### src/tcdm_cfg.svh
// TCDM log interconnect configuration
// core and bank counts, widths, bank depth and the test-and-set bit

`ifndef TCDM_CFG_SVH
`define TCDM_CFG_SVH

`define TCDM_N_CORES    4
`define TCDM_N_BANKS    4    // power of two
`define TCDM_ADDR_W     16   // byte address
`define TCDM_DATA_W     32
`define TCDM_BANK_WORDS 64
`define TCDM_TS_BIT     15   // set means atomic test-and-set read

// derived widths
`define TCDM_BE_W       (`TCDM_DATA_W / 8)
`define TCDM_BYTE_OFF_W ($clog2(`TCDM_BE_W))
`define TCDM_BANK_IDX_W ($clog2(`TCDM_N_BANKS))
`define TCDM_ROW_W      ($clog2(`TCDM_BANK_WORDS))
`define TCDM_ROW_LSB    (`TCDM_BYTE_OFF_W + `TCDM_BANK_IDX_W)
`define TCDM_ID_W       ($clog2(`TCDM_N_CORES) + 1)  // all-ones id is reserved

`endif

### src/tcdm_pkg.sv
// TCDM log interconnect types
// width typedefs, core and bank side request/response structs,
// control word and the test-and-set FSM states

`default_nettype none

`include "tcdm_cfg.svh"

package tcdm_pkg;

  typedef logic [`TCDM_ADDR_W-1:0] addr_t;
  typedef logic [`TCDM_DATA_W-1:0] data_t;
  typedef logic [`TCDM_BE_W-1:0]   be_t;
  typedef logic [`TCDM_ID_W-1:0]   core_id_t;  // one extra bit for the internal write
  typedef logic [`TCDM_ROW_W-1:0]  row_t;

  // core side, req/gnt handshake
  typedef struct packed {
    logic  req;
    logic  wen;   // high means read
    addr_t add;
    data_t data;
    be_t   be;
  } tcdm_req_t;

  typedef struct packed {
    logic  r_valid;
    data_t r_data;
  } tcdm_resp_t;

  // bank side
  typedef struct packed {
    logic     req;
    logic     wen;
    row_t     row;
    data_t    data;
    be_t      be;
    core_id_t id;
  } bank_req_t;

  typedef struct packed {
    logic     r_valid;
    data_t    r_data;
    core_id_t r_id;
  } bank_resp_t;

  typedef struct packed {
    logic arb_policy;  // 0 round-robin, 1 fixed priority
  } tcdm_ctrl_t;

  typedef enum logic {
    TS_IDLE,
    TS_WRITE
  } ts_state_e;

endpackage

`default_nettype wire

### src/tcdm_resp_router.sv
// TCDM response router
// steers each bank response to the core named by its id, combinational

`timescale 1ns/10ps
`default_nettype none

`include "tcdm_cfg.svh"

module tcdm_resp_router (
  input  tcdm_pkg::bank_resp_t [`TCDM_N_BANKS-1:0] bank_resp_i,
  output tcdm_pkg::tcdm_resp_t [`TCDM_N_CORES-1:0] cores_resp_o
);

  localparam int unsigned NC = `TCDM_N_CORES;
  localparam int unsigned NB = `TCDM_N_BANKS;

  // at most one bank matches a given core in any cycle
  always_comb begin
    for (int c = 0; c < NC; c++) begin
      cores_resp_o[c].r_valid = 1'b0;
      cores_resp_o[c].r_data  = '0;
      for (int b = 0; b < NB; b++) begin
        if (bank_resp_i[b].r_valid &&
            bank_resp_i[b].r_id == tcdm_pkg::core_id_t'(c)) begin
          cores_resp_o[c].r_valid = 1'b1;
          cores_resp_o[c].r_data  = bank_resp_i[b].r_data;
        end
      end
    end
  end

endmodule

`default_nettype wire

### config.mk
export PLATFORM = sky130hd
export DESIGN_NAME = tcdm_resp_router
export DESIGN_NICKNAME = d
export VERILOG_FILES = /design/src/tcdm_pkg.sv /design/src/tcdm_resp_router.sv
export VERILOG_INCLUDE_DIRS = /design/src /design/src/src
export SDC_FILE = /design/constraint.sdc
export NUM_CORES = 1
export LEC_CHECK = 0
export BUFFER_PORTS_ARGS = -buffer_cell sky130_fd_sc_hd__buf_2
export CORE_ASPECT_RATIO = 0.5
export CORE_MARGIN = 8
export CORE_UTILIZATION = 40
export DETAILED_ROUTE_END_ITERATION = 6
export PLACE_DENSITY = 0.76
export SYNTH_ARGS = -nofsm -noshare
export SYNTH_HDL_FRONTEND = slang
export SYNTH_SLANG_ARGS = --single-unit
### constraint.sdc
create_clock -name vclk -period 4.6
set_clock_uncertainty 0.05 [all_clocks]
set_input_delay 0.92 -clock vclk [all_inputs]
set_output_delay 0.92 -clock vclk [all_outputs]
set_load 0.02 [all_outputs]
==> results.yml <==
floorplanning:
  initial_core_util_pct: 41.4
  dieArea_sq_mm: 0.0144
  coreArea_sq_mm: 0.0103
  dieHeight_microns: 89.1
  fp-row-count: 26
  fp.dieW_microns: 162
  io_pins: 276
worst_setup_path:
  cp-startpoint: "bank_resp_i[38]"
  cp_slowest_cell: "nand4bb_2"
  cp_num_buf_inv: 3
  path_depth: 6
  worst_path_dominant_cell_family: "simple AND/OR/NAND/NOR gates"
  path_max_fanout: 22
  path_class: "input pin to primary output"
  arrival_ns: 2.88
  cp.required_ns: 3.63
  cp_common_cell: "buf_2"
  path_cells: "buf_2, nand4bb_2, buf_4, nand3_1, a221oi_1, buf_2"
  start_kind: "input pin"
  max_stage_delay_ns: 0.89
  cp-end-kind: "primary output"
  crit_end: "cores_resp_o[66]"
synth:
  synth.distinct_cells: 17
  yosysTopAreaCell: "a211oi_1"
  synth_nets: 828
  yosysWarningCount: 0
  synth_area_leaders: "a211oi_1 22%, a221oi_1 20%, nand3_1 15%"
  netlist.area_leader.share_pct: 22.5
  syn_inst: 684
  synth_area_sq_mm: 0.00427
  yosys-top-cells-count: "128 x a211oi_1, 128 x nand3_1, 128 x nor2_1"
  yosysSeqAreaShare_pct: 0
  syn_avg_cell_area_sq_um: 6.25
sta:
  maxClockFrequency_mhz: 260
  drv_slew: 0
  hold_slack_ns: 2.19
  setup_viol: 0
  hold_violations: 0
  worst_pin_slew_ns: 0.983
  setup_ws_ns: 0.753
  max_slew_margin_pct: 34.4
  rsz0062_at_grt: "false"
  finalSetupTns_ns: 0
  timing.final.crit_share_pct: 83.6
  finalCriticalPeriod_ns: 3.85
detailed_routing:
  routedWlPerCell_microns: 25.2
  via_per_inst: 7.40
  ant_nets: 0
  vias: 7638
  drcViolationCount: 0
  drt-initial-drc-count: 1412
  firstDrtPassIters: 7
  wl_mm: 26.1
cells_and_area:
  syn_to_final_growth_pct: 38.3
  seq_cell_count: 0
  n_fill_cell: 1003
  seq_area_sq_um: 0
  fin_util_pct: 57.3
  nNetsFinal: 1038
  design_area_sq_mm: 0.00591
  drive_gt1_share_pct: 40.7
  n_antenna_cell: 0
  nClkBuffers: 0
global_route:
  grt_max_degree: 35
  grt.overflow.total: 0
  antenna_found_initial: 0
  grt_pass1_wl_mm: 39.7
  grt_usage_pct: 33.0
  grt_pass1_vias: 7544
placement:
  dpl_cell_area_sq_mm: 0.00591
  place_ws_ns: 0.839
  port_buffers: 276
  dpl.hpwl_mm: 18.2
  gp_congestion: 0.991
cts:
  postCtsResizedCells: 0
  hold_buffers: 0
  postCtsSetupBuffers: 0
power:
  powerDensity_mw_per_mm2: 104
  irDropWorstVdd_mv: 0.0489
  p_leak_uw: 0.00261
flow_run:
  max_cap_viol_count: 0
outcome:
  status: "finished clean"
min_path:
  min_path_type: "input pin to primary output"
-- metrics by stage --
step	power [uW]	std cells
after floorplan	329	684
after global placement	593	1032
after detailed placement	602	1032
after CTS	603	1032
after global routing	648	1032
final	616	1032
-- tightest hold or removal path, stage by stage --
cell      delay [ns]
buf_2           0.12
nand3_1         0.06
a221oi_1        0.06
buf_2           0.16
-- layout make-up --
cell class / instances / area [sq um] / share of cell area, %
inverter: 32 / 120 / 2.03
timing repair buffer: 316 / 1730 / 29.3
multi-input combinational: 544 / 3880 / 65.7
tap: 140 / 175 / 2.96
-- power by group --
| group | switching, uW | internal (uW) |
|---|---|---|
| sequential | 0 | 0 |
| clock | 0 | 0 |
| combinational | 397 | 220 |
-- how the worst min path moves through the flow --
stage | from | to | depth (start not counted)
after detailed placement | bank_resp_i[8] | cores_resp_o[71] | 4
after floorplan | bank_resp_i[13] | cores_resp_o[10] | 2
after CTS | bank_resp_i[8] | cores_resp_o[71] | 4
final | bank_resp_i[8] | cores_resp_o[71] | 4
after global placement | bank_resp_i[9] | cores_resp_o[72] | 4
after global routing | bank_resp_i[7] | cores_resp_o[70] | 4
-- placed cells by master, fill, tap and decap left out --
master and n:
buf_2 276, a211oi_1 128, nand3_1 128, nor2_1 128, a221oi_1 98, buf_4 36
inv_1 32, a221oi_2 30, nor4bb_4 8, nor4b_4 4, nand4bb_2 4, and4b_1 4
or4_1 4, buf_12 4, and2_1 3, or4b_1 2, nand4b_1 2, and2_2 1
-- logic make-up (layout without fill, tap and decap cells) --
kind of cell | count (synthesis) | in the layout | synth area share (%)
AND/OR/NAND/NOR | 288 | 288 | 33.7
AO/OA/AOI/OAI | 256 | 256 | 53.1
buffers and inverters | 140 | 348 | 13.2
-- metal layers --
metal | GRT usage, % | up-vias | routed length (microns)
met5 | 0 | - | 0
met4 | 19.3 | 0 | 1540
met3 | 7.77 | 202 | 3840
met2 | 55.4 | 860 | 11500
met1 | 38.7 | 3394 | 9130
li1 | - | 3182 | -
No activity file was read; power rests on OpenSTA's default activity.
