`config.mk`:
```
export PLATFORM = sky130hd
export DESIGN_NAME = tcdm_test_set
export DESIGN_NICKNAME = d
export VERILOG_FILES = /design/src/tcdm_pkg.sv /design/src/tcdm_test_set.sv
export VERILOG_INCLUDE_DIRS = /design/src /design/src/src
export SDC_FILE = /design/constraint.sdc
export NUM_CORES = 1
export LEC_CHECK = 0
export CAP_MARGIN = 25
export CORE_AREA = 2 2 39 41
export DETAILED_ROUTE_END_ITERATION = 16
export DIE_AREA = 0 0 41 43
export DONT_BUFFER_PORTS = 1
export PLACE_DENSITY = 0.64
export REMOVE_ABC_BUFFERS = 1
export SLEW_MARGIN = 20
export SYNTH_ARGS = -nofsm -noshare
export SYNTH_HDL_FRONTEND = slang
export SYNTH_SLANG_ARGS = --single-unit
export TNS_END_PERCENT = 10
```
`constraint.sdc`:
```
create_clock -name clk_i -period 0.9 [get_ports clk_i]
set_input_delay 0.045 -clock clk_i [delete_from_list [all_inputs] [get_ports clk_i]]
set_output_delay 0.045 -clock clk_i [all_outputs]
set_load 0.02 [all_outputs]
```
`src/tcdm_cfg.svh`:
```
// TCDM log interconnect configuration
// core and bank counts, widths, bank depth and the test-and-set bit

`ifndef TCDM_CFG_SVH
`define TCDM_CFG_SVH

`define TCDM_N_CORES    4
`define TCDM_N_BANKS    4    // power of two
`define TCDM_ADDR_W     16   // byte address
`define TCDM_DATA_W     32
`define TCDM_BANK_WORDS 64
`define TCDM_TS_BIT     15   // set means atomic test-and-set read

// derived widths
`define TCDM_BE_W       (`TCDM_DATA_W / 8)
`define TCDM_BYTE_OFF_W ($clog2(`TCDM_BE_W))
`define TCDM_BANK_IDX_W ($clog2(`TCDM_N_BANKS))
`define TCDM_ROW_W      ($clog2(`TCDM_BANK_WORDS))
`define TCDM_ROW_LSB    (`TCDM_BYTE_OFF_W + `TCDM_BANK_IDX_W)
`define TCDM_ID_W       ($clog2(`TCDM_N_CORES) + 1)  // all-ones id is reserved

`endif

```
`src/tcdm_pkg.sv`:
```
// TCDM log interconnect types
// width typedefs, core and bank side request/response structs,
// control word and the test-and-set FSM states

`default_nettype none

`include "tcdm_cfg.svh"

package tcdm_pkg;

  typedef logic [`TCDM_ADDR_W-1:0] addr_t;
  typedef logic [`TCDM_DATA_W-1:0] data_t;
  typedef logic [`TCDM_BE_W-1:0]   be_t;
  typedef logic [`TCDM_ID_W-1:0]   core_id_t;  // one extra bit for the internal write
  typedef logic [`TCDM_ROW_W-1:0]  row_t;

  // core side, req/gnt handshake
  typedef struct packed {
    logic  req;
    logic  wen;   // high means read
    addr_t add;
    data_t data;
    be_t   be;
  } tcdm_req_t;

  typedef struct packed {
    logic  r_valid;
    data_t r_data;
  } tcdm_resp_t;

  // bank side
  typedef struct packed {
    logic     req;
    logic     wen;
    row_t     row;
    data_t    data;
    be_t      be;
    core_id_t id;
  } bank_req_t;

  typedef struct packed {
    logic     r_valid;
    data_t    r_data;
    core_id_t r_id;
  } bank_resp_t;

  typedef struct packed {
    logic arb_policy;  // 0 round-robin, 1 fixed priority
  } tcdm_ctrl_t;

  typedef enum logic {
    TS_IDLE,
    TS_WRITE
  } ts_state_e;

endpackage

`default_nettype wire

```
`src/tcdm_test_set.sv`:
```
// TCDM test-and-set sequencer
// turns a test-and-set read into the read itself followed by an
// all-ones write to the same row, locking the bank for that cycle

`timescale 1ns/10ps
`default_nettype none

module tcdm_test_set (
  input  logic                clk_i,
  input  logic                rst_ni,
  input  tcdm_pkg::bank_req_t bank_req_i,
  input  logic                ts_i,
  output logic                ready_o,
  output tcdm_pkg::bank_req_t bank_req_o
);

  tcdm_pkg::ts_state_e state_q;
  tcdm_pkg::ts_state_e state_d;
  tcdm_pkg::row_t      row_q;    // row of the pending atomic write
  logic                ts_accept;

  assign ts_accept = bank_req_i.req & bank_req_i.wen & ts_i;

  always_comb begin
    state_d = state_q;
    case (state_q)
      tcdm_pkg::TS_IDLE: begin
        if (ts_accept) begin
          state_d = tcdm_pkg::TS_WRITE;
        end
      end
      tcdm_pkg::TS_WRITE: state_d = tcdm_pkg::TS_IDLE;  // single locked cycle
      default:            state_d = tcdm_pkg::TS_IDLE;
    endcase
  end

  always_ff @(posedge clk_i or negedge rst_ni) begin
    if (!rst_ni) begin
      state_q <= tcdm_pkg::TS_IDLE;
    end else begin
      state_q <= state_d;
    end
  end

  always_ff @(posedge clk_i) begin
    if (ts_accept) begin
      row_q <= bank_req_i.row;
    end
  end

  assign ready_o = (state_q == tcdm_pkg::TS_IDLE);

  // the internal write uses the reserved id, so the bank stays silent
  always_comb begin
    if (state_q == tcdm_pkg::TS_WRITE) begin
      bank_req_o.req  = 1'b1;
      bank_req_o.wen  = 1'b0;
      bank_req_o.row  = row_q;
      bank_req_o.data = '1;
      bank_req_o.be   = '1;
      bank_req_o.id   = '1;
    end else begin
      bank_req_o = bank_req_i;
    end
  end

endmodule

`default_nettype wire

```
==> metrics.cfg, run 1 <==
[drt]
ant_nets=0
wl_per_cell_um=17.0
drt-initial-drc-count=2
firstDrtPassIters=4
drt-total-wl_um=1540
vias=499
drc=0
viasPerCell=5.48

[worst_setup_path]
worstRegToRegCells=2
crit_arrival_ns=1.19
critPathKind=register to output port
crit_slowest_cell=dfrtp_2
rrSetupSlack_ns=-0.07
crit_cells=2
cp_cell_sequence=buf_8 -> mux2_4
cp_max_fo=13
max_stage_delay_ns=0.44
required_ns=0.85
start_kind=register
endpoint_kind=output port
crit_family=flip-flops
timing.rr.start=state_q$_DFF_PN0_
crit_buf_inv=1
reg2reg_to=state_q$_DFF_PN0_

[status]
violations=setup timing
status=finished with violations

[timing]
fin_crit_ns=1.23
setup_violations=49
setup_ws_ns=-0.331
slew_viol_final=0
fin_crit_sh_pct=137
slew_headroom_pct=81.7
finalHoldViolations=0
fin_worst_skew_ns=0
max_freq_ghz=0.812
tightest_slew_ns=0.274
tns_ns=-13.88
rsz0062_at_grt=yes

[logic_synthesis]
synth_edf_count=6
yosysTopAreaCell=or2_2
synth_warnings=0
synth_common_cells=or2_2 (30), or2_1 (10), edfxtp_1 (6), mux2_2 (6), clkbuf_1 (3)
synthesis.area_um2=584
yosysUniqueCellTypes=11
synthTopCellsByArea=or2_2 (32%), edfxtp_1 (31%), mux2_2 (12%)
synthCells=62
yosysMostFrequentCell=or2_2
seq_area_frac_synth_pct=35.1
ys_ff_latch=7
avgSynthCellArea_um2=9.42
synth_top_area_share_pct=32.1
synthFlopType=edfxtp_1
synthArstFlopShare_pct=14.3

[global_route]
first_global_vias=418
antenna_found_initial=0
grt_max_degree=14
grt_use_total_pct=16.2
grt-ovfl-total=0
grt_pass1_wl_um=1930

[clock_network]
htree_levels=1
cts_tree=done
clockBufferDepth=2
cts_setup_buffers=0
clkLatencyLatePin_ns=0.24
cts.reportedPaths.clkPinSlew_ns=0.05
cts_sinks=7
root_buffer=clkbuf_4
cts_buffers=3

[place]
place_congestion=0.598
post-place-ws_ns=-0.121
port_buffers=0
placed_area_um2=593
dpl.cell_count=76
dpl.hpwl_um=992

[final_layout]
fin_nets=126
syn_to_final_growth_pct=46.7
layout.cells.non_filler=91
fin_area_um2=857
layout-drive-gt1-share_pct=72.0
antenna_cells=0
utilization_pct=61.9

[floorplan]
die_area_um2=1760
fp.dieW_um=41
io_pins=98
core_um2=1380
die_h_um=43
start_util_pct=42.2
rows=14

[flow_run]
cap_violations=0

[power_and_ir_drop]
power_density_nw_per_um2=1330
p_leak_nw=0.369
vdd_drop_max_mv=0.668

[worst_hold_path]
hold_path_class=input pin to async pin

==> area by class of cell <==
type,instances,area [µm²]
multi-input combinational,49,460
tap,16,20.0
sequential,7,206
timing repair buffer,14,140
clock buffer,4,26.3
inverter,1,3.75
fill,117,527
==> cell usage in the layout (no fill, tap or decap), types with 2 or more instances in the layout <==
| master | instances |
|---|---|
| clkbuf_4 | 3 |
| mux2_4 | 6 |
| dlygate4sd3_1 | 9 |
| or2_1 | 2 |
| buf_6 | 2 |
| or2_4 | 38 |
| edfxtp_1 | 6 |
==> per-layer routing <==
metal	share of wire (%)	vias up	routed length [µm]	GRT usage, %
li1	-	221	-	-
met1	31	229	480	16.2
met2	56	49	857	27.8
met3	13	0	207	6.81
met4	0	0	0	6.00
met5	0	-	0	0
==> what timing repair did <==
item / CTS / global route
endpoints found under the setup margin: 48 / 49
hold buffers: 9 / 0
pin swaps: 8 / 4
hold endpoints to repair: 8 / 0
gates cloned: 2 / 0
resized for setup: 48 / 3
==> worst max-delay path by stage <==
stage,from,end,slack [ns]
after floorplan,state_q$_DFF_PN0_,bank_req_o[39],-0.43
after global placement,state_q$_DFF_PN0_,bank_req_o[44],-0.10
after detailed placement,state_q$_DFF_PN0_,bank_req_o[43],-0.12
after CTS,state_q$_DFF_PN0_,bank_req_o[43],-0.34
after global routing,state_q$_DFF_PN0_,bank_req_o[42],-0.37
final,state_q$_DFF_PN0_,bank_req_o[42],-0.33
==> cell families after synthesis <==
logic type / synth area share [%]
buffers and inverters: 6.42
flip-flops: 35.1
multiplexers: 11.6
AND/OR/NAND/NOR: 46.9
==> where the power goes <==
part | switching, W | internal, W
Combinational | 0.000268 | 0.000223
Clock | 0.000107 | 0.000169
Sequential | 0.00000719 | 0.000370
==> flip-flops by register name, indices dropped and copies added, names as in the netlist <==
signal   count
state_q      1
row_q        6
==> stage by stage <==
step	hold slack, ns	total power (W)
detailed placement	-0.251	0.000738
finish	0.0175	0.00114
CTS	0.00231	0.00115
global placement	-0.251	0.000737
floorplan	-0.251	0.000709
global route	0.00322	0.00121
Power figures use the tool's default switching activity.
==> inputs of run 2 (changes only) <==
Settings changed: CELL_PAD_IN_SITES_DETAIL_PLACEMENT set to 1, CELL_PAD_IN_SITES_GLOBAL_PLACEMENT set to 1, CORE_AREA 2 2 39 41 to not set, CORE_ASPECT_RATIO set to 1.2, CORE_MARGIN set to 2, CORE_UTILIZATION set to 31, DIE_AREA 0 0 41 43 to not set, PLACE_DENSITY 0.64 to 0.73.
==> run 2 against run 1 <==
- the run still ends with setup timing left
- register-to-register slack barely moved
- hold slack improved by 0.011 ns
- sequential share of layout area did not move
- wire length rose by 18%
- non-clock buffer count fell by 1
- fmax fell by 1.7%
- setup slack got worse by 0.021 ns
- die area rose by 28%
- critical path depth did not move
- power rose by 1.4%
- combinational power fell by 1%
- flip-flop and latch count did not move
- largest cell class unchanged
==> metrics.cfg, run 2 (same netlist as run 1, synthesis figures left out) <==
[timing]
setup_ws_ns=-0.352  ; -0.0210 ns
setup_violations=49  ; unchanged
finalHoldViolations=0  ; unchanged
tns_ns=-14.71  ; -0.837 ns
fin_crit_ns=1.25  ; +0.0210 ns
fin_hold_ws_ns=0.0289  ; +0.0114 ns
tightest_slew_ns=0.290  ; +0.0158 ns
slew_viol_final=0  ; unchanged
fin_worst_skew_ns=0  ; unchanged
rsz0062_at_grt=yes
slew_headroom_pct=80.7  ; -1.1 points
max_freq_ghz=0.799  ; -1.7%
fin_crit_sh_pct=139  ; +2.3 points

[final_layout]
layout_commonest_cell=or2_4
layout-drive-gt1-share_pct=59.5  ; -13 points
final_cell_mix=or2_4 (30), or2_1 (10), dlygate4sd3_1 (10)
utilization_pct=47.4  ; -15 points
antenna_cells=0  ; unchanged
top_regs=row_q x6, state_q x1
regMostFlops=row_q
layout.cells.non_filler=93  ; +2.2%
fin_nets=125  ; -0.79%
largest_reg_flops=6  ; unchanged
syn_to_final_growth_pct=46.7  ; unchanged

[global_route]
grt_use_total_pct=11.4  ; -4.8 points
antenna_found_initial=0  ; unchanged
first_global_vias=400  ; -4.3%
grt_max_degree=50  ; +36
grt_pass1_wl_um=1800  ; -6.8%
grt-ovfl-total=0  ; unchanged

[power_and_ir_drop]
power_density_nw_per_um2=1350  ; +1.4%
p_leak_nw=0.348  ; -5.7%
vdd_drop_max_mv=0.929  ; +39%

[clock_network]
cts_tree=done
clockBufferDepth=2  ; unchanged
cts.reportedPaths.clkPinSlew_ns=0.06  ; about the same
cts_setup_buffers=0  ; unchanged
htree_levels=1  ; unchanged
clkLatencyLatePin_ns=0.25  ; about the same
cts_sinks=7  ; unchanged
root_buffer=clkbuf_4
cts_buffers=3  ; unchanged

[worst_setup_path]
required_ns=0.85  ; about the same
crit_arrival_ns=1.21  ; +0.02 ns
cp_max_fo=25  ; +12
timing.rr.start=state_q$_DFF_PN0_
start_kind=register
critPathLaunch=state_q$_DFF_PN0_
critPathKind=register to output port
endpoint_kind=output port

[floorplan]
die_area_um2=2250  ; +28%
rows=17  ; +3
core_um2=1810  ; +31%
die_h_um=51.6  ; +20%
start_util_pct=32.3  ; -9.9 points
fp.dieW_um=43.6  ; +6.4%
io_pins=98  ; unchanged

[worst_hold_path]
hold_path_class=input pin to register
hp-start=ts_i

[drt]
drt-initial-drc-count=8  ; +6
drt-total-wl_um=1830  ; +18%
drc=0  ; unchanged
wl_per_cell_um=19.6  ; +16%
ant_nets=0  ; unchanged
vias=492  ; -1.4%
firstDrtPassIters=2  ; -2
viasPerCell=5.29  ; -3.5%

[place]
port_buffers=0  ; unchanged
place_congestion=0.642  ; +7.2%
dpl.cell_count=78  ; +2.6%

[flow_run]
cap_violations=0  ; unchanged

[status]
violations=setup timing
status=finished with violations

## run 2: cell count changes in the layout (fill, tap and decap cells not counted), sizes merged
| cell | previous run | this run |
|---|---|---|
| buf | 5 | 2 |
| clkbuf | 4 | 5 |
| dlygate4sd3 | 9 | 10 |
## run 2: power by group
part	internal [W]	total, W	switching (W)
clock	0.000170	0.000298	0.000128
sequential	0.000370	0.000377	0.00000741
combinational	0.000212	0.000484	0.000272
## run 2: repair_timing
action / CTS / global route
setup endpoints to repair: 48 / 49
endpoints found under the hold margin: 8 / 0
cloned: 0 / 1
gates resized for setup: 2 / 37
hold buffers: 10 / 0
pin swaps: 0 / 29
## run 2: cell type report
type                            instances  area [µm²]
Inverter                                1        3.75
Timing Repair Buffer                   13         156
Multi-Input combinational cell         49         440
Fill cell                             200         951
Clock buffer                            4        26.3
Tap cell                               19        23.8
Sequential cell                         7         206
## run 2: worst paths after layout
path / endpoint / slack, ns / cells past startpoint
worst max-delay path: bank_req_o[42] / -0.35 / 2
worst min-delay path: state_q$_DFF_PN0_ / 0.03 / 1
max in group asynchronous: state_q$_DFF_PN0_ / 0.18 / 2
min in group asynchronous: state_q$_DFF_PN0_ / 0.59 / 2
worst min register to register: state_q$_DFF_PN0_ / 0.87 / 2
worst max register to register: state_q$_DFF_PN0_ / -0.08 / 2
## run 2: stage by stage
stage	area (µm²)	setup WS (ns)	power [W]
final	857	-0.352	0.00116
after global routing	857	-0.385	0.00120
after CTS	733	-0.385	0.00108
after detailed placement	602	-0.110	0.000745
after global placement	602	-0.0936	0.000742
after floorplan	551	-0.428	0.000709
## run 2: critical path, stage by stage, from the launching register on
cell	delay, ns
dfrtp_2	0.44
buf_12	0.17
mux2_4	0.34
## run 2: metal layers
| layer | track usage [%] | vias to the layer above | wire (µm) |
|---|---|---|---|
| met2 | 20.3 | 43 | 1100 |
| met1 | 12.8 | 229 | 550 |
| met4 | 3.03 | 0 | 0 |
| li1 | - | 220 | - |
| met5 | 0 | - | 0 |
| met3 | 3.47 | 0 | 177 |
