==> config.mk <==
export PLATFORM = sky130hd
export DESIGN_NAME = tcdm_bank_arbiter
export DESIGN_NICKNAME = d
export VERILOG_FILES = /design/src/tcdm_pkg.sv /design/src/tcdm_bank_arbiter.sv
export VERILOG_INCLUDE_DIRS = /design/src /design/src/src
export SDC_FILE = /design/constraint.sdc
export NUM_CORES = 1
export LEC_CHECK = 0
export BUFFER_PORTS_ARGS = -buffer_cell sky130_fd_sc_hd__buf_2
export CORE_AREA = 2 2 106 108
export DETAILED_ROUTE_END_ITERATION = 10
export DIE_AREA = 0 0 108 110
export SETUP_SLACK_MARGIN = 0.1
export SYNTH_ARGS = -nofsm -noshare
export SYNTH_HDL_FRONTEND = slang
export SYNTH_SLANG_ARGS = --single-unit
==> constraint.sdc <==
create_clock -name clk_i -period 5.7 [get_ports clk_i]
set_input_delay 1.14 -clock clk_i [delete_from_list [all_inputs] [get_ports clk_i]]
set_output_delay 1.14 -clock clk_i [all_outputs]
set_load 0.01 [all_outputs]
==> src/tcdm_cfg.svh <==
// TCDM log interconnect configuration
// core and bank counts, widths, bank depth and the test-and-set bit

`ifndef TCDM_CFG_SVH
`define TCDM_CFG_SVH

`define TCDM_N_CORES    4
`define TCDM_N_BANKS    4    // power of two
`define TCDM_ADDR_W     16   // byte address
`define TCDM_DATA_W     32
`define TCDM_BANK_WORDS 64
`define TCDM_TS_BIT     15   // set means atomic test-and-set read

// derived widths
`define TCDM_BE_W       (`TCDM_DATA_W / 8)
`define TCDM_BYTE_OFF_W ($clog2(`TCDM_BE_W))
`define TCDM_BANK_IDX_W ($clog2(`TCDM_N_BANKS))
`define TCDM_ROW_W      ($clog2(`TCDM_BANK_WORDS))
`define TCDM_ROW_LSB    (`TCDM_BYTE_OFF_W + `TCDM_BANK_IDX_W)
`define TCDM_ID_W       ($clog2(`TCDM_N_CORES) + 1)  // all-ones id is reserved

`endif

==> src/tcdm_pkg.sv <==
// TCDM log interconnect types
// width typedefs, core and bank side request/response structs,
// control word and the test-and-set FSM states

`default_nettype none

`include "tcdm_cfg.svh"

package tcdm_pkg;

  typedef logic [`TCDM_ADDR_W-1:0] addr_t;
  typedef logic [`TCDM_DATA_W-1:0] data_t;
  typedef logic [`TCDM_BE_W-1:0]   be_t;
  typedef logic [`TCDM_ID_W-1:0]   core_id_t;  // one extra bit for the internal write
  typedef logic [`TCDM_ROW_W-1:0]  row_t;

  // core side, req/gnt handshake
  typedef struct packed {
    logic  req;
    logic  wen;   // high means read
    addr_t add;
    data_t data;
    be_t   be;
  } tcdm_req_t;

  typedef struct packed {
    logic  r_valid;
    data_t r_data;
  } tcdm_resp_t;

  // bank side
  typedef struct packed {
    logic     req;
    logic     wen;
    row_t     row;
    data_t    data;
    be_t      be;
    core_id_t id;
  } bank_req_t;

  typedef struct packed {
    logic     r_valid;
    data_t    r_data;
    core_id_t r_id;
  } bank_resp_t;

  typedef struct packed {
    logic arb_policy;  // 0 round-robin, 1 fixed priority
  } tcdm_ctrl_t;

  typedef enum logic {
    TS_IDLE,
    TS_WRITE
  } ts_state_e;

endpackage

`default_nettype wire

==> src/tcdm_bank_arbiter.sv <==
// TCDM bank arbiter
// picks one core per cycle for a single bank, round-robin with a rotating
// pointer or fixed priority with core 0 highest, and builds the bank request

`timescale 1ns/10ps
`default_nettype none

`include "tcdm_cfg.svh"

module tcdm_bank_arbiter (
  input  logic                                    clk_i,
  input  logic                                    rst_ni,
  input  tcdm_pkg::tcdm_ctrl_t                    ctrl_i,
  input  tcdm_pkg::tcdm_req_t [`TCDM_N_CORES-1:0] req_i,    // already filtered to this bank
  input  logic                                    ready_i,  // low while the bank is locked
  output logic [`TCDM_N_CORES-1:0]                gnt_o,
  output tcdm_pkg::bank_req_t                     bank_req_o,
  output logic                                    ts_o
);

  localparam int unsigned NC    = `TCDM_N_CORES;
  localparam int unsigned PTR_W = (NC > 1) ? $clog2(NC) : 1;

  logic [PTR_W-1:0] ptr_q;     // round-robin priority pointer
  logic [PTR_W-1:0] ptr_next;
  logic [PTR_W-1:0] winner;
  logic             found;
  logic             grant;

  // search starts at the pointer, or at core 0 for fixed priority
  always_comb begin
    int idx;
    found  = 1'b0;
    winner = '0;
    for (int i = 0; i < NC; i++) begin
      idx = ctrl_i.arb_policy ? i : (i + int'(ptr_q)) % NC;
      if (!found && req_i[idx].req) begin
        found  = 1'b1;
        winner = PTR_W'(idx);
      end
    end
  end

  assign grant = found & ready_i;

  always_comb begin
    gnt_o         = '0;
    gnt_o[winner] = grant;
  end

  // forward the winner, address turned into a row inside the bank
  always_comb begin
    bank_req_o.req  = grant;
    bank_req_o.wen  = req_i[winner].wen;
    bank_req_o.row  = req_i[winner].add[`TCDM_ROW_LSB +: `TCDM_ROW_W];
    bank_req_o.data = req_i[winner].data;
    bank_req_o.be   = req_i[winner].be;
    bank_req_o.id   = tcdm_pkg::core_id_t'(winner);
  end

  assign ts_o = req_i[winner].add[`TCDM_TS_BIT];  // only looked at with req

  // one past the winner, wrapping at the core count
  assign ptr_next = (winner == PTR_W'(NC - 1)) ? '0 : winner + 1'b1;

  always_ff @(posedge clk_i or negedge rst_ni) begin
    if (!rst_ni) begin
      ptr_q <= '0;
    end else if (grant) begin
      ptr_q <= ptr_next;
    end
  end

endmodule

`default_nettype wire

==> results of run 1 <==
==> where the power goes <==
| part | internal [mW] | switching, mW | total [mW] |
|---|---|---|---|
| registers | 0.0212 | 0.0232 | 0.0443 |
| logic | 0.420 | 0.431 | 0.851 |
| clock network | 0.0446 | 0.0106 | 0.0552 |
| total | 0.486 | 0.465 | 0.951 |
==> final cells by class <==
| class | instances | area share (%) |
|---|---|---|
| inverter | 4 | 0.474 |
| multi-input combinational | 182 | 52.8 |
| tap | 140 | 5.52 |
| clock buffer | 3 | 1.30 |
| timing repair buffer | 238 | 38.3 |
| sequential | 2 | 1.58 |
==> path summary, 6_finish.rpt <==
check | startpoint | end | slack, ns | depth (start not counted)
worst min-delay path | ptr_q[1]$_DFFE_PN0P_ | ptr_q[1]$_DFFE_PN0P_ | 0.69 | 2
max in group asynchronous | rst_ni | ptr_q[1]$_DFFE_PN0P_ | 4.89 | 1
worst min register to register | ptr_q[1]$_DFFE_PN0P_ | ptr_q[1]$_DFFE_PN0P_ | 0.69 | 2
worst max register to register | ptr_q[0]$_DFFE_PN0P_ | ptr_q[1]$_DFFE_PN0P_ | 3.19 | 9
worst max-delay path | ctrl_i | bank_req_o[21] | 1.26 | 8
min in group asynchronous | rst_ni | ptr_q[0]$_DFFE_PN0P_ | 0.71 | 1
==> cell usage after synthesis, types with 2 or more instances <==
| library cell | instances | share of area [%] |
|---|---|---|
| nand3_1 | 2 | 0.49 |
| inv_1 | 2 | 0.37 |
| and3_1 | 2 | 0.62 |
| nand2b_1 | 2 | 0.62 |
| nor3b_1 | 2 | 0.74 |
| buf_6 | 3 | 1.7 |
| inv_2 | 2 | 0.37 |
| a211oi_1 | 3 | 1.1 |
| dfrtp_1 | 2 | 2.5 |
| mux2i_1 | 134 | 66 |
| buf_12 | 11 | 11 |
| nand2_1 | 7 | 1.3 |
| nor2_1 | 7 | 1.3 |
| a21oi_1 | 5 | 1.2 |
| buf_4 | 4 | 1.5 |
==> per-stage QoR <==
step	setup WS, ns	hold WS, ns	util, %
6_report	1.26	0.693	29.6
5_1_grt	1.08	0.708	29.6
4_1_cts	1.23	0.675	29.6
3_5_place_dp	1.23	0.669	29.3
3_3_place_gp	1.29	0.675	29.3
2_1_floorplan	1.82	0.566	-
==> logic make-up (layout without fill, tap and decap cells) <==
kind of cell	count (synthesis)	after routing	share of synthesized area (%)
AO/OA/AOI/OAI	18	18	6.79
XOR/XNOR	1	1	0.432
adder cells (fa/ha/maj)	1	1	0.618
buffers and inverters	24	245	15.8
flip-flops	2	2	2.47
multiplexers	134	134	66.2
other	1	1	0.185
AND/OR/NAND/NOR	27	27	7.54
==> critical path, stage by stage <==
cell and delay (ns):
buf_2 0.14, nand2b_1 0.31, a21oi_1 0.18, a211oi_4 0.33, buf_4 0.59, mux2i_1 0.30
mux2i_1 0.13, buf_2 0.16
==> per-layer routing <==
layer,vias to the layer above,share of wire (%),track usage (%)
li1,1226,-,-
met1,1065,34,9.31
met2,159,55,19.7
met3,2,11,1.06
met4,0,0.41,2.11
met5,-,0,0
==> flow_summary.ini, run 1 <==
[status]
outcome = finished clean

[timing]
worstMarginPinSlew_ns = 0.676
min_period_ns = 4.44
slew_violations = 0
rsz0062_at_grt = false
max_freq_mhz = 225
slew_headroom_pct = 55.0
final.setup_skew_ns = 0.00197
finalCritPeriodShare_pct = 77.9
hold_viol_final = 0
finalSetupTns_ns = 0
setup_viol = 0

[clocking]
cts_buffer_depth = 2
cts.sinks = 2
cts_resized = 0
cts_buffers = 3
cts_max_level = 1
cts_tree = built
cts-root-buf = clkbuf_8
clk_latency_ns = 0.21
cts_hold_buf = 0
postCtsSetupRepairBufs = 0
cts.clk_slew.worst_paths_ns = 0.03

[route]
detail_route.wl_per_cell_um = 11.5
drt-initial-drc-count = 71
drt-total-wl_um = 6560
vias = 2452
dr.pass1.iters = 4
via_per_inst = 4.31
ant_nets = 0
drc = 0

[die]
die_h_um = 110
die_area_sq_um = 11900
start_util_pct = 18.9
num_io_pins = 272
coreArea_sq_um = 10700
fp.dieW_um = 108
row_count = 38

[power]
power_density_nw_per_um2 = 300
p_leak_nw = 1.78
peakVddDrop_mv = 0.179
total_power_mw = 0.951

[setup_path]
cp_max_fo = 44
cp-start-kind = primary input
crit_type = in2out
arrival_ns = 3.30
end_kind = output pin
cp.required_ns = 4.56

[finish]
layout_common_cells = 234 x buf_2, 134 x mux2i_1, 7 x nand2_1, 7 x nor2_1, 5 x a21oi_1
design_area_sq_um = 3170
multiInputGateArea_sq_um = 1680
largest_reg_flops = 2
largestRegisters = ptr_q: 2 flops
nNetsFinal = 652
regArea_sq_um = 50.0
area_growth_pct = 56.5
fillers = 1134
antenna_cells = 0
drive_gt1_share_pct = 57.6
layout.cells.non_filler = 569
top_register = ptr_q
mostFrequentLayoutCell = buf_2

[yosys]
avgSynthCellArea_sq_um = 9.74
synth_edf_count = 0
yosysUniqueCellTypes = 35
seq_area_frac_synth_pct = 2.47
yosysWarnings = 0
async_reset_ff_share_pct = 100
syn_nets = 429
synthFlopType = dfrtp_1
netlist_area_sq_um = 2030
postSynthCellCount = 208
synth_seq_cells = 2

[place]
io_buffers = 234
hpwl_um = 5560
placed_area_sq_um = 3130
gp_congestion = 0.702
dpl.cell_count = 566

[global_routing]
antenna_found_initial = 0
grt_use_total_pct = 9.20
overflow = 0
grt_pass1_vias = 2153
grt_pass1_wl_um = 9070
grt_start_max_net_pins = 49

[min_path]
hold_path.class = reg2reg

[run]
max_cap_violations = 0
Power figures use the tool's default switching activity.
==> run 2: changes to the inputs <==
--- a/config.mk
+++ b/config.mk
@@ -6,10 +6,11 @@
 export SDC_FILE = /design/constraint.sdc
 export NUM_CORES = 1
 export LEC_CHECK = 0
+export ABC_AREA = 1
 export BUFFER_PORTS_ARGS = -buffer_cell sky130_fd_sc_hd__buf_2
-export CORE_AREA = 2 2 106 108
+export CORE_AREA = 2 2 107 109
 export DETAILED_ROUTE_END_ITERATION = 10
-export DIE_AREA = 0 0 108 110
+export DIE_AREA = 0 0 109 111
 export SETUP_SLACK_MARGIN = 0.1
 export SYNTH_ARGS = -nofsm -noshare
 export SYNTH_HDL_FRONTEND = slang
==> constraint.sdc (replaced) <==
create_clock -name clk_i -period 4.42 [get_ports clk_i]
set_input_delay 0.884 -clock clk_i [delete_from_list [all_inputs] [get_ports clk_i]]
set_output_delay 0.884 -clock clk_i [all_outputs]
set_load 0.01 [all_outputs]
==> run 2 against run 1 <==
Net effect:
- register-to-register slack got worse by 0.80 ns
- clock skew fell by 0.0019 ns
- non-clock buffer count up 7
- sequential share of layout area is 0.37 points lower
- setup slack got worse by 0.53 ns
- via count increased by 76%
- die area grew 1.8%
==> flow_summary.ini, run 2 <==
[global_routing]
overflow = 0
antenna_found_initial = 0
grt_pass1_vias = 3790
grt_use_total_pct = 16.2
grt_start_max_net_pins = 89
grt_pass1_wl_um = 16800

[route]
detail_route.wl_per_cell_um = 11.4
drt-initial-drc-count = 295
drc = 0
ant_nets = 0
via_per_inst = 4.53
dr.pass1.iters = 4
drt-total-wl_um = 10800
vias = 4311

[yosys]
synth_seq_cells = 2
synth_top_area_cell = inv_1
yosysTopAreaCellShare_pct = 24.7
synth.area.top_cells = inv_1 25%, nand2_1 21%, nand4_1 20%
synth_edf_count = 0
synth.most_common_cell = inv_1
async_reset_ff_share_pct = 100
netlist_area_sq_um = 2830
syn_nets = 830
yosysWarnings = 0
avgSynthCellArea_sq_um = 4.64
seq_area_frac_synth_pct = 1.77
postSynthCellCount = 609
synthFlopType = dfrtp_1
yosysUniqueCellTypes = 21
netlist_top_cells_count = 186 x inv_1, 160 x nand2_1, 95 x nand3_1, 89 x nand4_1, 19 x clkbuf_1

[die]
num_io_pins = 272
coreArea_sq_um = 11100
die_h_um = 111
row_count = 39
die_area_sq_um = 12100
fp.dieW_um = 109
start_util_pct = 25.5

[finish]
nNetsFinal = 1032
drive_gt1_share_pct = 32.9
multiInputGateArea_sq_um = 1840
mostFrequentLayoutCell = buf_2
layout_common_cells = 234 x buf_2, 186 x inv_1, 160 x nand2_1
fillers = 1304
regArea_sq_um = 50.0
largestRegisters = ptr_q: 2 flops
layout.cells.non_filler = 952
antenna_cells = 0
largest_reg_flops = 2
area_growth_pct = 46.1
top_register = ptr_q

[clocking]
cts-root-buf = clkbuf_16
cts_buffers = 3
cts_tree = built
postCtsSetupRepairBufs = 0
cts.sinks = 2
cts_resized = 0
cts_max_level = 1
clk_latency_ns = 0.22
cts.clk_slew.worst_paths_ns = 0.03
cts_buffer_depth = 2
cts_hold_buf = 0

[place]
dpl.cell_count = 949
gp_congestion = 0.797
pre_cts_slack_ns = 0.731
io_buffers = 234
hpwl_um = 7960

[timing]
hold_viol_final = 0
fin_ws_ns = 0.729
finalCritPeriodShare_pct = 83.5
slew_violations = 0
max_freq_mhz = 271
finalSetupTns_ns = 0
min_period_ns = 3.69
final.setup_skew_ns = 0.000106
rsz0062_at_grt = false
setup_viol = 0

[power]
power_density_nw_per_um2 = 601
peakVddDrop_mv = 0.331
p_leak_nw = 2.97

[run]
max_cap_violations = 0

[status]
outcome = finished clean

[setup_path]
crit_type = in2out
cpPeakStageDelay_ns = 0.41
cp_max_fo = 48
cp_slowest_cell = buf_4
arrival_ns = 2.81
cp-start-kind = primary input
cp.required_ns = 3.54
end_kind = output pin
cp_cell_sequence = buf_2 -> inv_2 -> nand2_2 -> nand2_1 -> nand2_1 -> nand2_1 -> nand2_2 -> nand2_2 -> nand2_2 -> nand2_4 -> buf_4 -> nand4_1 -> nand3_1 -> nand2_1 -> buf_2

[min_path]
hold_path.class = in2async
[run 2: cell count changes after synthesis, moves of 5 or more]
cell	previous run	this run
buf_2	1	16
nand4_1	0	89
inv_1	2	186
clkbuf_1	0	19
nand3_1	2	95
nand2_1	7	160
a21oi_1	5	0
nand2_2	0	6
buf_12	11	0
buf_4	4	13
mux2i_1	134	0
[run 2: power breakdown]
group | total [mW] | switching [mW] | internal [mW]
combinational | 2.31 | 1.45 | 0.853
clock | 0.134 | 0.0189 | 0.115
sequential | 0.0421 | 0.0143 | 0.0278
[run 2: stage by stage]
step / power (mW) / cell area, sq um / hold WS, ns / utilization, %
floorplan: 1.63 / 2830 / 0.513 / -
global placement: 2.37 / 4060 / 0.544 / 36.6
detailed placement: 2.37 / 4060 / 0.544 / 36.6
CTS: 2.51 / 4130 / 0.446 / 37.3
global route: 2.74 / 4130 / 0.445 / 37.3
finish: 2.48 / 4130 / 0.448 / 37.3
[run 2: kinds of logic (layout without fill, tap and decap cells)]
family | after synthesis | after routing | synth area share, %
AO/OA/AOI/OAI | 3 | 3 | 0.664
buffers and inverters | 237 | 437 | 33.9
flip-flops | 2 | 2 | 1.77
AND/OR/NAND/NOR | 365 | 365 | 63.1
other | 1 | 1 | 0.133
adder cells (fa/ha/maj) | 1 | 1 | 0.442
[run 2: worst paths after layout]
kind,startpoint,to,slack [ns],cells after the start
min in group clk_i,ptr_q[1]$_DFFE_PN0P_,ptr_q[1]$_DFFE_PN0P_,0.54,2
worst max-delay path,ctrl_i,bank_req_o[9],0.73,15
max in group asynchronous,rst_ni,ptr_q[1]$_DFFE_PN0P_,3.88,1
worst min register to register,ptr_q[1]$_DFFE_PN0P_,ptr_q[1]$_DFFE_PN0P_,0.54,2
worst max register to register,ptr_q[0]$_DFFE_PN0P_,ptr_q[1]$_DFFE_PN0P_,2.39,13
worst min-delay path,rst_ni,ptr_q[0]$_DFFE_PN0P_,0.45,1
[run 2: layout make-up]
cell class | count | share of cell area [%]
multi-input combinational | 370 | 44.5
timing repair buffer | 245 | 31.0
inverter | 189 | 17.2
tap | 143 | 4.33
clock buffer | 3 | 1.82
sequential | 2 | 1.21
[run 2: metal layers]
metal  GRT usage, %  part of all wire (%)
met1           20.6                    44
met2           30.1                    49
met3           1.18                   6.6
met4           1.71                  0.58
met5              0                     0
[run 2: critical path, delay by kind of cell]
family / cells / cell delay [ns]
and+or+nand+nor: 11 / 1.13
buffers and inverters: 4 / 0.76
==> run 3: changes to the inputs <==
==> constraint.sdc (replaced) <==
create_clock -name clk_i -period 3.64 [get_ports clk_i]
set_input_delay 0.728 -clock clk_i [delete_from_list [all_inputs] [get_ports clk_i]]
set_output_delay 0.728 -clock clk_i [all_outputs]
set_load 0.01 [all_outputs]
==> run 3 against run 2 <==
Net effect:
- critical path depth unchanged
- clock-buffer cell count is the same
- setup slack worse by 0.42 ns
- combinational power rose by 26%
- sequential power increased by 24%
- via count rose by 1.0%
- routed wire length up 2.2%
- non-clock buffer count did not move
==> flow_summary.ini, run 3 (synthesis gave the netlist of run 2 again) <==
[status]
outcome = finished clean

[die]
start_util_pct = 25.5
fp.dieW_um = 109
die_area_sq_um = 12100
die_h_um = 111
num_io_pins = 272
row_count = 39
coreArea_sq_um = 11100

[finish]
design_area_sq_um = 4190
largest_reg_flops = 2
multiInputGateArea_sq_um = 1850
nNetsFinal = 1033
largestRegisters = ptr_q: 2 flops
finish.utilization_pct = 37.9
top_register = ptr_q
layout_common_cells = 234 x buf_2, 186 x inv_1, 160 x nand2_1
layout.cells.non_filler = 954
regArea_sq_um = 50.0
drive_gt1_share_pct = 33.0
fillers = 1280
mostFrequentLayoutCell = buf_2
area_growth_pct = 48.3

[timing]
hold_viol_final = 0
final.setup_skew_ns = 0.000479
slew_violations = 0
max_freq_mhz = 300
finalCritPeriodShare_pct = 91.7
setup_viol = 0
fin_ws_ns = 0.304
whs_ns = 0.289
finalSetupTns_ns = 0
rsz0062_at_grt = false
min_period_ns = 3.34

[setup_path]
cp-start-kind = primary input
timing.rr.start = ptr_q[0]$_DFFE_PN0P_
rr_endpoint = ptr_q[1]$_DFFE_PN0P_
arrival_ns = 2.61
cp_max_fo = 88
crit_type = in2out
reg2regPathDepth = 11
cp.required_ns = 2.91
end_kind = output pin
r2r_slack_ns = 1.57

[clocking]
cts_max_level = 1
clk_latency_ns = 0.22
cts_hold_buf = 0
cts_resized = 0
cts_buffers = 3
cts-root-buf = clkbuf_16
cts_buffer_depth = 2
cts_tree = built
cts.clk_slew.worst_paths_ns = 0.03
postCtsSetupRepairBufs = 0
cts.sinks = 2

[global_routing]
antenna_found_initial = 1
grt_use_total_pct = 16.7
grt_pass1_wl_um = 17300
grt_pass1_vias = 3706
grt_start_max_net_pins = 89
overflow = 0

[power]
p_leak_nw = 2.99
total_power_mw = 3.12
peakVddDrop_mv = 0.546
power_density_nw_per_um2 = 744

[route]
vias = 4354
via_per_inst = 4.56
ant_nets = 0
drc = 0
detail_route.wl_per_cell_um = 11.6
dr.pass1.iters = 5
drt-initial-drc-count = 365
drt-total-wl_um = 11000

[place]
hpwl_um = 7870
placed_area_sq_um = 4110
io_buffers = 234
gp_congestion = 0.808
pre_cts_slack_ns = 0.283
dpl.cell_count = 949

[min_path]
hold_path.class = in2async

[run]
max_cap_violations = 0
## run 3: cell types whose count changed in the layout (fill, tap and decap cells not counted)
cell and delta:
buf_12 +4, buf_4 -4, diode_2 +1, nand3_2 +1
## run 3: per-layer routing
metal	wire length, um	part of all wire, %	GRT usage, %
met1	4800	43	22.4
met5	0	0	0
met3	911	8.2	1.53
met2	5220	47	29.0
met4	118	1.1	2.99
## run 3: worst max-delay path, stage by stage
cell	delay (ns)
buf_2	0.13
inv_2	0.10
nand2_2	0.12
nand2_1	0.08
nand2_1	0.09
nand2_1	0.09
nand2_2	0.10
nand2_2	0.11
nand2_2	0.07
nand2_4	0.10
buf_12	0.33
nand4_1	0.18
nand3_1	0.12
nand2_1	0.05
buf_2	0.13
## run 3: final cells by class
cell class	count	share of cell area, %
antenna	1	0.0597
clock buffer	3	1.79
inverter	189	16.9
multi-input combinational	371	44.1
sequential	2	1.19
tap	143	4.27
timing repair buffer	245	31.7
## run 3: worst max-delay path by stage
| stage | start | end | depth (start not counted) |
|---|---|---|---|
| 2_1_floorplan | ctrl_i | gnt_o[3] | 16 |
| 3_3_place_gp | ctrl_i | bank_req_o[3] | 16 |
| 3_5_place_dp | ctrl_i | bank_req_o[3] | 16 |
| 4_1_cts | ctrl_i | bank_req_o[3] | 16 |
| 5_1_grt | ctrl_i | bank_req_o[3] | 15 |
| 6_report | ctrl_i | bank_req_o[9] | 15 |
## run 3: report_power, final
part / switching, mW / internal, mW / leakage, nW / total, mW
registers: 0.0187 / 0.0337 / 0.0243 / 0.0524
clock network: 0.0262 / 0.140 / 0.0370 / 0.166
logic: 1.80 / 1.11 / 2.93 / 2.90
